### src/hw/ebusPkg.sv
`default_nettype none

package ebusPkg;

  // EBUS diagnostic field widths
  localparam int DIAG_SEL_W  = 4;   // ds[0:3], ds[0] lands on the MSB
  localparam int DIAG_FUNC_W = 3;   // ds[4:6]
  localparam int EBUS_DATA_W = 36;  // Full PDP-10 word

  typedef logic [DIAG_SEL_W-1:0]  diagSel_t;
  typedef logic [DIAG_FUNC_W-1:0] diagFunc_t;
  typedef logic [EBUS_DATA_W-1:0] ebusWord_t;

  // Device select that addresses the CLK slice
  localparam diagSel_t CLK_SEL = 4'd0;

  // Function codes that put a word back on the bus
  localparam diagFunc_t RD_FUNC_STATUS = 3'd4;
  localparam diagFunc_t RD_FUNC_COUNT  = 3'd5;

  // True for any code that only reads back
  function automatic logic isReadFunc(input diagFunc_t f);
    return (f == RD_FUNC_STATUS) || (f == RD_FUNC_COUNT);
  endfunction

endpackage

`default_nettype wire

### src/hw/clkPkg.sv
`default_nettype none

package clkPkg;

  // CLK diagnostic functions, as the front end issues them
  typedef enum logic [ebusPkg::DIAG_FUNC_W-1:0] {
    FUNC_STOP        = 3'd0,
    FUNC_START       = 3'd1,
    FUNC_SINGLE_STEP = 3'd2,
    FUNC_BURST       = 3'd3,
    FUNC_READ_STATUS = ebusPkg::RD_FUNC_STATUS,
    FUNC_READ_COUNT  = ebusPkg::RD_FUNC_COUNT,
    FUNC_CLR_RESET   = 3'd6,
    FUNC_SET_RESET   = 3'd7
  } clkFunc_t;

  // EBOX clock run state
  typedef enum logic [1:0] {
    IDLE,     // Clock stopped
    RUNNING,  // Free running
    BURST     // Counted cycles
  } runState_t;

  // Counter widths
  localparam int BURST_CNT_W = 8;   // Burst length from data bits 7:0
  localparam int CYCLE_CNT_W = 32;  // Widest EBOX cycle counter

  typedef logic [BURST_CNT_W-1:0] burstCnt_t;
  typedef logic [CYCLE_CNT_W-1:0] cycleCnt_t;

  // Status word layout
  localparam int STAT_MR_RESET_BIT = 0;
  localparam int STAT_RUNNING_BIT  = 1;
  localparam int STAT_STATE_LSB    = 2;  // Two bits of run state
  localparam int STAT_BURST_LSB    = 4;  // Eight bits of burst count

endpackage

`default_nettype wire

### src/hw/diagDecode.sv
`default_nettype none

module diagDecode (
  input  wire logic               masterClk,
  input  wire logic               rstN,
  input  wire ebusPkg::diagSel_t  diagSel,
  input  wire ebusPkg::diagFunc_t diagFunc,
  input  wire logic               diagStrobe,
  output logic                    funcPulse,
  output clkPkg::clkFunc_t        func
);

  // Bus sample stage
  logic               strobeQ;     // Strobe as sampled this edge
  logic               strobePrevQ; // One edge older
  ebusPkg::diagSel_t  selQ;
  ebusPkg::diagFunc_t funcQ;

  logic strobeRise;
  logic selMatch;

  // Every edge, no qualification
  always_ff @(posedge masterClk) begin
    if (!rstN) begin
      strobeQ     <= 1'b0;
      strobePrevQ <= 1'b0;
    end else begin
      strobeQ     <= diagStrobe;
      strobePrevQ <= strobeQ;
    end
  end

  // Select and function ride along with the strobe sample
  always_ff @(posedge masterClk) begin
    selQ  <= diagSel;
    funcQ <= diagFunc;
  end

  assign strobeRise = strobeQ && !strobePrevQ;     // Only the first cycle of a held strobe
  assign selMatch   = (selQ == ebusPkg::CLK_SEL);  // Other devices are ignored

  // One pulse per strobe rise aimed at CLK
  always_ff @(posedge masterClk) begin
    if (!rstN) begin
      funcPulse <= 1'b0;
      func      <= clkPkg::FUNC_STOP;
    end else begin
      funcPulse <= strobeRise && selMatch;
      if (strobeRise && selMatch) begin
        func <= clkPkg::clkFunc_t'(funcQ); // Held until the next command
      end
    end
  end

endmodule

`default_nettype wire

### src/hw/clkExecute.sv
`default_nettype none

module clkExecute (
  input  wire logic              masterClk,
  input  wire logic              rstN,
  input  wire logic              funcPulse,
  input  wire clkPkg::clkFunc_t  func,
  input  wire clkPkg::burstCnt_t burstLen,
  output logic                   mrReset,
  output logic                   running,
  output logic                   eboxClkEn,
  output clkPkg::runState_t      state,
  output clkPkg::burstCnt_t      burstCnt
);

  clkPkg::runState_t stateNext;
  clkPkg::burstCnt_t burstNext;
  logic              mrResetNext;
  logic              cmdValid;

  // Reads belong to clkStatus
  assign cmdValid = funcPulse && !ebusPkg::isReadFunc(func);

  always_comb begin
    stateNext   = state;
    burstNext   = burstCnt;
    mrResetNext = mrReset;

    // Burst countdown, one per enabled cycle
    if (state == clkPkg::BURST) begin
      if (burstCnt != '0) begin
        burstNext = burstCnt - clkPkg::burstCnt_t'(1);
      end
      if (burstCnt <= clkPkg::burstCnt_t'(1)) begin
        stateNext = clkPkg::IDLE;  // Last cycle goes out now
      end
    end

    // A new command overrides whatever is in flight
    if (cmdValid) begin
      case (func)
        clkPkg::FUNC_STOP: begin
          stateNext = clkPkg::IDLE;
          burstNext = '0;
        end
        clkPkg::FUNC_START: begin
          stateNext = clkPkg::RUNNING;
          burstNext = '0;  // Free run has no count
        end
        clkPkg::FUNC_SINGLE_STEP: begin
          stateNext = clkPkg::BURST;  // Burst of one
          burstNext = clkPkg::burstCnt_t'(1);
        end
        clkPkg::FUNC_BURST: begin
          burstNext = burstLen;
          if (burstLen == '0) begin
            stateNext = clkPkg::IDLE;  // Empty burst, nothing to run
          end else begin
            stateNext = clkPkg::BURST;
          end
        end
        clkPkg::FUNC_CLR_RESET: mrResetNext = 1'b0;
        clkPkg::FUNC_SET_RESET: mrResetNext = 1'b1;
        default: ;  // Read codes never get here
      endcase
    end
  end

  // Master reset comes up asserted
  always_ff @(posedge masterClk) begin
    if (!rstN) begin
      state    <= clkPkg::IDLE;
      burstCnt <= '0;
      mrReset  <= 1'b1;
    end else begin
      state    <= stateNext;
      burstCnt <= burstNext;
      mrReset  <= mrResetNext;
    end
  end

  // Clock gate straight from registered state
  always_comb begin
    case (state)
      clkPkg::RUNNING: eboxClkEn = 1'b1;
      clkPkg::BURST:   eboxClkEn = (burstCnt != '0);
      default:         eboxClkEn = 1'b0;
    endcase
  end

  assign running = (state != clkPkg::IDLE);  // Clock is on in either run state

endmodule

`default_nettype wire

### src/hw/clkStatus.sv
`default_nettype none

module clkStatus #(
  parameter int CYCLE_CNT_W = $bits(clkPkg::cycleCnt_t)
) (
  input  wire logic              masterClk,
  input  wire logic              rstN,
  input  wire logic              funcPulse,
  input  wire clkPkg::clkFunc_t  func,
  input  wire logic              eboxClkEn,
  input  wire logic              mrReset,
  input  wire logic              running,
  input  wire clkPkg::runState_t state,
  input  wire clkPkg::burstCnt_t burstCnt,
  output ebusPkg::ebusWord_t     diagDataOut
);

  logic [CYCLE_CNT_W-1:0] cycleCnt;  // Wraps at its own width

  ebusPkg::ebusWord_t statusWord;
  ebusPkg::ebusWord_t countWord;
  ebusPkg::ebusWord_t readWord;

  // One count per enabled EBOX cycle
  always_ff @(posedge masterClk) begin
    if (!rstN) begin
      cycleCnt <= '0;
    end else if (eboxClkEn) begin
      cycleCnt <= cycleCnt + 1'b1;
    end
  end

  // Status fields, upper bits read as zero
  always_comb begin
    statusWord = '0;
    statusWord[clkPkg::STAT_MR_RESET_BIT] = mrReset;
    statusWord[clkPkg::STAT_RUNNING_BIT]  = running;
    statusWord[clkPkg::STAT_STATE_LSB +: $bits(clkPkg::runState_t)] = state;
    statusWord[clkPkg::STAT_BURST_LSB +: clkPkg::BURST_CNT_W]       = burstCnt;
  end

  // Zero extend through the full counter type
  assign countWord = ebusPkg::ebusWord_t'(clkPkg::cycleCnt_t'(cycleCnt));

  assign readWord = (func == clkPkg::FUNC_READ_COUNT) ? countWord : statusWord;

  // Readback holds until the next read
  always_ff @(posedge masterClk) begin
    if (!rstN) begin
      diagDataOut <= '0;
    end else if (funcPulse && ebusPkg::isReadFunc(func)) begin
      diagDataOut <= readWord;
    end
  end

endmodule

`default_nettype wire

### src/hw/clkCtl.sv
`default_nettype none

module clkCtl #(
  parameter int CYCLE_CNT_W = 32  // 16 and 24 also fine
) (
  input  wire logic               masterClk,
  input  wire logic               rstN,
  input  wire ebusPkg::diagSel_t  diagSel,
  input  wire ebusPkg::diagFunc_t diagFunc,
  input  wire logic               diagStrobe,
  input  wire ebusPkg::ebusWord_t diagDataIn,
  output logic                    mrReset,
  output logic                    running,
  output logic                    eboxClkEn,
  output ebusPkg::ebusWord_t      diagDataOut
);

  logic              funcPulse;
  clkPkg::clkFunc_t  func;
  clkPkg::runState_t state;
  clkPkg::burstCnt_t burstCnt;

  // Bus strobe to one command pulse
  diagDecode decode (
    .masterClk  (masterClk),
    .rstN       (rstN),
    .diagSel    (diagSel),
    .diagFunc   (diagFunc),
    .diagStrobe (diagStrobe),
    .funcPulse  (funcPulse),
    .func       (func)
  );

  // Run control, burst length from low data byte
  clkExecute execute (
    .masterClk (masterClk),
    .rstN      (rstN),
    .funcPulse (funcPulse),
    .func      (func),
    .burstLen  (diagDataIn[clkPkg::BURST_CNT_W-1:0]),
    .mrReset   (mrReset),
    .running   (running),
    .eboxClkEn (eboxClkEn),
    .state     (state),
    .burstCnt  (burstCnt)
  );

  clkStatus #(
    .CYCLE_CNT_W (CYCLE_CNT_W)
  ) status (
    .masterClk   (masterClk),
    .rstN        (rstN),
    .funcPulse   (funcPulse),
    .func        (func),
    .eboxClkEn   (eboxClkEn),
    .mrReset     (mrReset),
    .running     (running),
    .state       (state),
    .burstCnt    (burstCnt),
    .diagDataOut (diagDataOut)
  );

endmodule

`default_nettype wire

### config.mk
export PLATFORM = sky130hd
export DESIGN_NAME = clkCtl
export DESIGN_NICKNAME = d
export VERILOG_FILES = /design/src/hw/ebusPkg.sv /design/src/hw/clkPkg.sv /design/src/hw/diagDecode.sv /design/src/hw/clkExecute.sv /design/src/hw/clkStatus.sv /design/src/hw/clkCtl.sv
export SDC_FILE = /design/constraint.sdc
export NUM_CORES = 1
export LEC_CHECK = 0
export BUFFER_PORTS_ARGS = -buffer_cell sky130_fd_sc_hd__buf_2
export CAP_MARGIN = 20
export CORE_MARGIN = 3
export CORE_UTILIZATION = 58
export CTS_CLUSTER_DIAMETER = 80
export DETAILED_ROUTE_END_ITERATION = 7
export GPL_ROUTABILITY_DRIVEN = 1
export MAX_ROUTING_LAYER = met4
export PLACE_DENSITY = 0.85
export SLEW_MARGIN = 25
export SYNTH_ARGS = -nofsm -noshare
export SYNTH_HDL_FRONTEND = slang
export SYNTH_SLANG_ARGS = --single-unit
### constraint.sdc
create_clock -name masterClk -period 4.3 [get_ports masterClk]
set_input_delay 0.215 -clock masterClk [delete_from_list [all_inputs] [get_ports masterClk]]
set_output_delay 0.215 -clock masterClk [all_outputs]
set_load 0.1 [all_outputs]
**Yosys cells after proc, flatten, opt, wreduce, memory -nomap -nowiden**

Cells that the tools add are included.

- Bits in registers: 92
- Input port bits: 46
- Output and inout port bits: 39
- Word-level logic and storage cells: 50

- Add/subtract/negate cells: 2
- Order comparisons: 1
- Equal/unequal tests: 9
- Mux-type cells: 12
- Reduce and logical (&&, ||, !) cells: 15

Operators by type and width:

| kind | number |
|---|---|
| adder 32 x 1 -> 32 bit, second input constant | 1 |
| 2-to-1 mux 32 bit | 1 |
| 2-to-1 mux 8 bit | 3 |
| one-hot mux 8 bit (3 select lines) | 1 |
| equality test 3 bit, second input constant | 4 |
| less-or-equal comparator 8 x 1 -> 1 bit, second input constant | 1 |
| zero test 8 bit | 1 |
| 2-to-1 mux 2 bit | 4 |
| one-hot mux 2 bit (4 select lines) | 1 |
| nonzero test 8 bit | 1 |
| subtractor 8 x 1 -> 8 bit, second input constant | 1 |
| equality test 3 x 2 -> 1 bit, second input constant | 2 |
| logical AND 1 bit | 4 |
| zero test 4 bit | 1 |
| one-hot mux 1 bit (2 select lines) | 2 |
| nonzero test 2 bit | 2 |
| equality test 3 x 1 -> 1 bit, second input constant | 1 |
| zero test 3 bit | 1 |
| equality test 2 x 1 -> 1 bit, second input constant | 1 |
| equality test 2 bit, second input constant | 1 |
| zero test 1 bit | 2 |
| AND reduction 2 bit | 1 |
| OR reduction 2 bit | 1 |
| logical OR 1 bit | 1 |

**Longest topological paths before layout**

Gate-level depths: netlist of run 1.

- Word-level depth: 5
- Mapped depth: 8
- Depth with buffers taken out: 7

**Modules after synthesis**

A second synthesis of run 1 with hierarchy kept.

- Cell total of the unflattened synthesis: 408
- Area total of the unflattened synthesis: 3729.8 um^2

Modules (own cells, without submodules):

| module | instances | cells each | area each (um^2) | seq. area each (um^2) |
|---|---|---|---|---|
| clkStatus | 1 | 300 | 2656.3 | 1281.2 |
| clkExecute | 1 | 80 | 706.9 | 220.2 |
| diagDecode | 1 | 28 | 366.6 | 260.2 |

**Worst setup path after synthesis of run 1**

No wires, ideal clock.

- Path kind: flip-flop to flip-flop
- Start point: register execute.state[0]
- End point: register status.cycleCnt[21]
- Setup time: 0.128 ns
- Arrival time: 2.626 ns
- Data required time: 4.172 ns
- Path slack: 1.546 ns
- Stages on the path, launching flop included: 9
- Buffers on the path: 1
- Period minus slack after synthesis: 2.754 ns
- Cell sequence: dfxtp_1 inv_1 ha_1 o21ai_0 a41oi_1 clkbuf_1 nand4_1 xor2_1 nor2_1

- Cells in the longest elaborated chain, start to end: 2
- Elaborated cells on any way between the ends: 3
- Those cells by class: 2 x eq/ne; 1 x mux

RTL lines:

| what | RTL line | text |
|---|---|---|
| start: declaration | clkExecute.sv:12 | `output clkPkg::runState_t state,` |
| start signal: assignment | clkExecute.sv:72 | `state <= clkPkg::IDLE;` |
| start signal: assignment | clkExecute.sv:76 | `state <= stateNext;` |
| equality test 2 bit or equality test 2 x 1 -> 1 bit (tied branches) | clkExecute.sv:84 | `case (state)` |
| one-hot mux 1 bit (2 select lines) * | clkExecute.sv:84 |  |
| named net eboxClkEn | clkCtl.sv:14 | `output logic eboxClkEn,` |
| end signal: assignment | clkStatus.sv:29 | `cycleCnt <= cycleCnt + 1'b1;` |
| end: declaration | clkStatus.sv:18 | `logic [CYCLE_CNT_W-1:0] cycleCnt;` |

Mark *: on every way through the listed nets, which the timed path passes. The rest lies on a longest branch.
A chain may end at the register's enable or synchronous reset.

**Worst setup path after layout of run 1**

- Start point: register execute.state[0]
- End point: output port eboxClkEn

- Cells in the longest elaborated chain, start to end: 2
- Elaborated cells on any way between the ends: 3
- Those cells by class: 2 x eq/ne; 1 x mux

RTL lines:

| what | RTL line |
|---|---|
| equality test 2 bit or equality test 2 x 1 -> 1 bit (tied branches) | clkExecute.sv:84 |
| one-hot mux 1 bit (2 select lines) * | clkExecute.sv:84 |
| end: declaration | clkCtl.sv:14 |

Mark *: on every way between the ends. The rest lies on a longest branch, timed or not.

==> results.md, run 1 <==
- Clock network power share: between 30% and 40%
- Cells after Synth: between 400 and 500
- Crit path time final: 2.38 ns
- Wire length per cell: approximately 14 um
- Synth warn: 0
- WS Path Type: reg2out
- Initial antenna violation count: 0
- Die H: roughly 86 um
- Internal power: around 1.1 mW
- Clk Latency, worst-skew pair: 0.35 ns
- Fillers: approximately 490
- ANT nets after route: 0
- Post-synth top flop: dfxtp_1
- GR Overflow Total: 0
- Commonest cells in the netlist: dfxtp_1 (88), nor2_1 (51), nand2_1 (46)
- Largest net degree at the start of global routing: 42
- DRC viols: 0
- Port-buffer cells: 52
- Vias in the first global route: between 3000 and 4000
- Worst Setup EP: eboxClkEn
- Post-cts resize count: 0
- Row cnt: 28
- Worst Setup SP: execute.state[0]$_SDFF_PN0_
- Final hold vios: 0
- Die W: approximately 86 um
- Synthesized area: ~3700 um2
- Flop-to-flop setup slack: about 2 ns
- Critical path required time: just over 4 ns
- Root buffer cell: clkbuf_8
- FMAX: about 0.42 GHz
- Avg Inst Size Synth: 8.53 um2
- Final clock skew: a little under 0.007 ns
- Post-CTS setup repair buffer count: 0
- Slew @ Worst Pin: approximately 0.82 ns
- Routability cong.: between 0.8 and 0.9
- Type of the worst min-delay path: in2reg
- CTS max path bufs: 2
- Logic pwr share: around 3.2%
- Sequential-to-total area share from yosys stat: between 40% and 50%
- Estimated wirelength of the detail-placed design: between 5000 and 6000 um
- Global-route wire length before repair: about 14000 um
- Synth area leader: dfxtp_1
- Yosys top cell area share: a little under half
- Post-synth ARST share: 0%
- 1st-pass router iterations: 5
- Period Utilization, post-route: 55.4%
- Nets@finish: approximately 540
- Critical Path Fanout Max: 25
- Synth Register Bits: 88
- Total Power: around 1.4 mW
- Layout cells sized above 1: between 15 and 20%
- Num CTS Buffers: 9
- Flop pwr share: 57.1%
- RSZ-0062 raised after global routing: no
- Worst Path Arrival: 2.17 ns
- FF-to-FF End: status.cycleCnt[25]$_SDFFE_PN0P_
- Switching Share: a little over a fifth
- Total track usage: approximately a quarter
- Slew Limit Fails: 0
- Startpoint Class: flop
- HP Start: diagStrobe
- Setup TNS: 0 ns
- Pwr Density: 335 nW/um2
- Max cap viols: 0
- Most common cell in the synthesized netlist: dfxtp_1
- Reg2reg path depth: 8
- Status: finished clean
- Number of synthesized flops with an enable pin: 0
- Multi-input logic area: roughly 1800 um2
- Net switching power: around 0.31 mW
- Hold-fix buffers, CTS: 7
- Vias/cell: ~5.8
- CTS tree: done
- Area of the die: about 7500 um2
- Area growth from synthesis to layout: 14.5%
- R2R Path Start: execute.state[0]$_SDFF_PN0_
- Setup Viol. Count Final: 0
- Starting density of the core: 61.4%
- Final WL: 8110 um
- Core ar.: 6100 um2
- Area contributors post-synth: dfxtp_1 (47%), nor2_1 (5.1%), nand3_1 (4.9%)
- Htree depth: 3
- Leak: about 1.6 nW
- Crit. End Element: output pin
- Slew margin rel.: around 45%
- Number of DRC markers in iteration 0: roughly 190
- Clk slew on worst S/H paths: about 0.080 ns
- Synth unique cells: 43
- I/O Pins: 85
- Vias: roughly 3300
- Clk sinks: 88
- Max rail drop VDD: 0.000254 V
- Reg area: 1760 um2
- # diodes: 0
==> layout make-up <==
type | count | share of cell area (%)
Multi-Input combinational cell | 313 | 42.8
Inverter | 10 | 0.876
Sequential cell | 88 | 41.1
Clock buffer | 13 | 3.71
Tap cell | 75 | 2.19
Clock inverter | 3 | 0.934
Timing Repair Buffer | 63 | 8.41
==> cell families (layout without fill, tap and decap cells) <==
family / after synthesis / in the layout / synth area share (%)
other: 1 / 4 / 0.100
XOR/XNOR: 27 / 27 / 6.32
buffers and inverters: 41 / 89 / 4.55
AO/OA/AOI/OAI: 73 / 73 / 11.9
flip-flops: 88 / 88 / 47.1
multiplexers: 12 / 12 / 3.24
AND/OR/NAND/NOR: 190 / 190 / 24.5
adder cells (fa/ha/maj): 7 / 7 / 2.34
==> per-stage QoR <==
| step | hold slack (ns) | utilization [%] | instance area, um2 | setup slack [ns] | cells |
|---|---|---|---|---|---|
| 2_1_floorplan | 0.243 | - | 3750 | 1.55 | 442 |
| 3_3_place_gp | 0.318 | 65.9 | 4020 | 2.09 | 542 |
| 3_5_place_dp | 0.319 | 65.9 | 4020 | 2.04 | 542 |
| 4_1_cts | 0.0575 | 70.3 | 4290 | 1.93 | 565 |
| 5_1_grt | 0.0694 | 70.3 | 4290 | 1.74 | 565 |
| 6_report | 0.0657 | 70.3 | 4290 | 1.92 | 565 |
==> state kept, by name, indices dropped and copies added, names as in the netlist <==
register / count
decode.func: 3
decode.funcPulse: 1
decode.funcQ: 3
decode.selQ: 4
decode.strobePrevQ: 1
decode.strobeQ: 1
execute.burstCnt: 8
execute.mrReset: 1
execute.state: 2
status.cycleCnt: 32
status.diagDataOut: 32
==> per-layer routing <==
metal,track usage [%],vias up,share of wire (%)
li1,-,1612,-
met1,26.8,1555,44
met2,40.7,84,50
met3,5.04,14,4.6
met4,9.07,0,1.6
met5,-,-,0
==> cells in the final DEF, fill, tap and decap left out, types with 3 or more instances in the layout <==
cell	n
inv_1	9
buf_4	4
a21oi_1	29
dfxtp_1	88
ha_1	7
conb_1	4
and3_1	6
or3_1	8
and2_1	4
mux2i_1	11
a22oi_1	5
buf_2	52
nor4_1	5
xor2_1	21
nand4_1	18
nand3_1	37
o21a_1	3
o211ai_1	6
a211oi_1	7
nand2_1	46
dlygate4sd3_1	7
xnor2_1	6
o21ai_0	13
clkbuf_8	11
nor3_1	4
nor2_1	50
==> critical path, stage by stage, from the launching register on <==
cell,delay [ns]
dfxtp_1,0.33
inv_1,0.11
ha_1,0.29
o21ai_0,0.15
a41oi_2,0.16
buf_4,0.29
buf_2,0.49
==> power groups by stage <==
stage                     Combinational (mW)  Clock, mW  Sequential (mW)
final                                 0.0462      0.571            0.820
after floorplan                       0.0324          0            0.839
after detailed placement              0.0408          0            0.840
after global routing                  0.0491      0.611            0.821
after global placement                0.0404          0            0.840
after CTS                             0.0456      0.578            0.820
==> how the worst min path moves through the flow <==
stage	to	slack, ns	cells after the start
floorplan	decode.funcQ[0]$_DFF_P_	0.24	0
global placement	decode.selQ[1]$_DFF_P_	0.32	1
detailed placement	decode.funcQ[2]$_DFF_P_	0.32	1
CTS	decode.strobeQ$_SDFF_PN0_	0.06	2
global route	decode.strobeQ$_SDFF_PN0_	0.07	2
finish	decode.strobeQ$_SDFF_PN0_	0.07	2
Power figures use the tool's default switching activity.
==> inputs of run 2 (changes only) <==
--- a/config.mk
+++ b/config.mk
@@ -8,12 +8,12 @@
 export BUFFER_PORTS_ARGS = -buffer_cell sky130_fd_sc_hd__buf_2
 export CAP_MARGIN = 20
 export CORE_MARGIN = 3
-export CORE_UTILIZATION = 58
+export CORE_UTILIZATION = 54
 export CTS_CLUSTER_DIAMETER = 80
 export DETAILED_ROUTE_END_ITERATION = 7
 export GPL_ROUTABILITY_DRIVEN = 1
 export MAX_ROUTING_LAYER = met4
-export PLACE_DENSITY = 0.85
+export PLACE_DENSITY = 0.8
 export SLEW_MARGIN = 25
 export SYNTH_ARGS = -nofsm -noshare
 export SYNTH_HDL_FRONTEND = slang
==> constraint.sdc (replaced) <==
create_clock -name masterClk -period 2.2 [get_ports masterClk]
set_input_delay 0.11 -clock masterClk [delete_from_list [all_inputs] [get_ports masterClk]]
set_output_delay 0.11 -clock masterClk [all_outputs]
set_load 0.1 [all_outputs]
==> results.md, run 2 (same netlist as run 1, synthesis figures left out) <==
- Vias/cell: between 5 and 6
- Clk Latency, worst-skew pair: between 0.3 and 0.4 ns
- Starting density of the core: 57.3%
- Largest regs: status.cycleCnt (32), status.diagDataOut (32), execute.burstCnt (8)
- Slew Limit Fails: 0
- Wire length per cell: 14.1 um
- Fillers: ~550
- Final hold slack: roughly 0.028 ns
- Setup Viol. Count Final: 0
- Post-route cell area: 4440 um2
- Final hold vios: 0
- Core ar.: 6530 um2
- Max rail drop VDD: 0.000453 V
- FMAX: 0.479 GHz
- Net switching power: approximately 0.65 mW
- Pwr Density: between 600 and 700 nW/um2
- Global-route wire length before repair: around 14000 um
- Slew @ Worst Pin: roughly 0.7 ns
- Largest net degree at the start of global routing: 41
- Critical Path Fanout Max: 3
- Placed cell area: between 4000 and 5000 um2
- Final clock skew: between 0.01 and 0.015 ns
- Inst Count DP: 556
- Layout cells sized above 1: about a fifth
- WS Path Type: reg2reg
- Clock network power share: 37.1%
- Clk sinks: between 80 and 90
- Logic pwr share: around 3.5%
- Leak: roughly 1.7 nW
- Clk slew on worst S/H paths: about 0.08 ns
- Final WS setup: 0.110 ns
- Htree depth: 3
- Row cnt: 29
- Worst hold endpoint: execute.burstCnt[5]$_SDFF_PN0_
- Worst hold stages: 3
- Vias: between 3000 and 4000
- Num CTS Buffers: 9
- Period Utilization, post-route: between 90% and 100%
- Status: finished clean
- Most common cell after layout, fill and taps aside: dfxtp_1
- Crit path time final: approximately 2.1 ns
- Total Power: ~2.7 mW
- Worst Path Arrival: roughly 2.3 ns
- HP Start: diagDataIn[5]
- Final WL: between 8000 and 9000 um
- # diodes: 0
- ANT nets after route: 0
- Switching Share: 24.2%
- Area of the die: about 8000 um2
- FF-to-FF End: execute.burstCnt[7]$_SDFF_PN0_
- CTS tree: done
- Max cap viols: 0
- Dpl ws: 0.0559 ns
- Root buffer cell: clkbuf_8
- Estimated wirelength of the detail-placed design: between 5000 and 6000 um
- Area growth from synthesis to layout: 18.6%
- Initial antenna violation count: 0
- Die W: between 80 and 90 um
- Final Util: 68.0%
- Reg2reg path depth: 7
- Setup TNS: 0 ns
- CTS max path bufs: 2
- Internal power: between 2 and 2.5 mW
- Total track usage: ~23%
- RSZ-0062 raised after global routing: no
- I/O Pins: 85
- Vias in the first global route: around 3000
- Fin cells: ~580
- Flop-to-flop setup slack: about 0.11 ns
- Type of the worst min-delay path: in2reg
- DRC viols: 0
- Most frequent cells in the layout: dfxtp_1 (86), buf_2 (51), nor2_1 (50)
- Slew margin rel.: a little over half
- Nets@finish: approximately 550
- Crit. End Element: flop
- Number of DRC markers in iteration 0: around 190
- R2R Path Start: execute.state[0]$_SDFF_PN0_
- 1st-pass router iterations: 4
- Flop pwr share: 59.4%
- Routability cong.: between 0.8 and 0.9
- Die H: about 89 um
- Port-buffer cells: 52
- Critical path required time: around 2.4 ns
- GR Overflow Total: 0
- Startpoint Class: flop
run 2: cell count changes in the layout (fill, tap and decap cells not counted), sizes merged:
cell / previous run / this run
buf: 56 / 70
bufinv: 1 / 0
clkbuf: 13 / 9
clkinv: 2 / 5
dlygate4sd3: 7 / 9
inv: 10 / 12
run 2: repair_timing:
item / 4_1_cts / 5_1_grt
endpoints found under the hold margin: 9 / 0
resized for setup: 0 / 8
setup endpoints to repair: 0 / 11
hold buffers: 9 / 0
buffers inserted: 0 / 2
run 2: how the worst max path moves through the flow:
stage	start	depth (start not counted)	end	slack (ns)
after floorplan	execute.state[0]$_SDFF_PN0_	7	execute.burstCnt[7]$_SDFF_PN0_	0.12
after global placement	execute.state[0]$_SDFF_PN0_	7	execute.burstCnt[7]$_SDFF_PN0_	0.11
after detailed placement	execute.state[0]$_SDFF_PN0_	7	execute.burstCnt[7]$_SDFF_PN0_	0.06
after CTS	execute.state[0]$_SDFF_PN0_	7	eboxClkEn	0.003
after global routing	execute.state[1]$_SDFF_PN0_	7	eboxClkEn	0.01
final	execute.state[0]$_SDFF_PN0_	7	execute.burstCnt[7]$_SDFF_PN0_	0.11
run 2: power groups by stage:
stage	Sequential, mW	Clock (mW)	Combinational, mW
after global placement	1.64	0	0.0817
after global routing	1.61	1.10	0.103
after CTS	1.60	1.02	0.0950
after detailed placement	1.64	0	0.0823
after floorplan	1.64	0	0.0633
final	1.60	1.00	0.0955
run 2: layout make-up:
type	instances	area, um2	area share (%)
Clock inverter	7	53.8	1.21
Inverter	10	37.5	0.845
Clock buffer	9	124	2.79
Sequential cell	88	1760	39.7
Tap cell	77	96.3	2.17
Multi-Input combinational cell	313	1850	41.6
Timing Repair Buffer	79	517	11.6
run 2: routing by layer:
layer	GRT usage (%)	up-vias	part of all wire (%)
met4	6.63	0	0.66
met3	5.90	6	6.0
met1	29.1	1548	46
met5	-	-	0
met2	35.1	96	47
li1	-	1654	-
run 2: critical path, stage by stage, from the launching register on:
cell and delay (ns):
dfxtp_2 0.34, inv_2 0.07, ha_2 0.21, or4b_4 0.47, or3_1 0.35, or3_1 0.33, xor2_1 0.15, o21ai_1 0.08
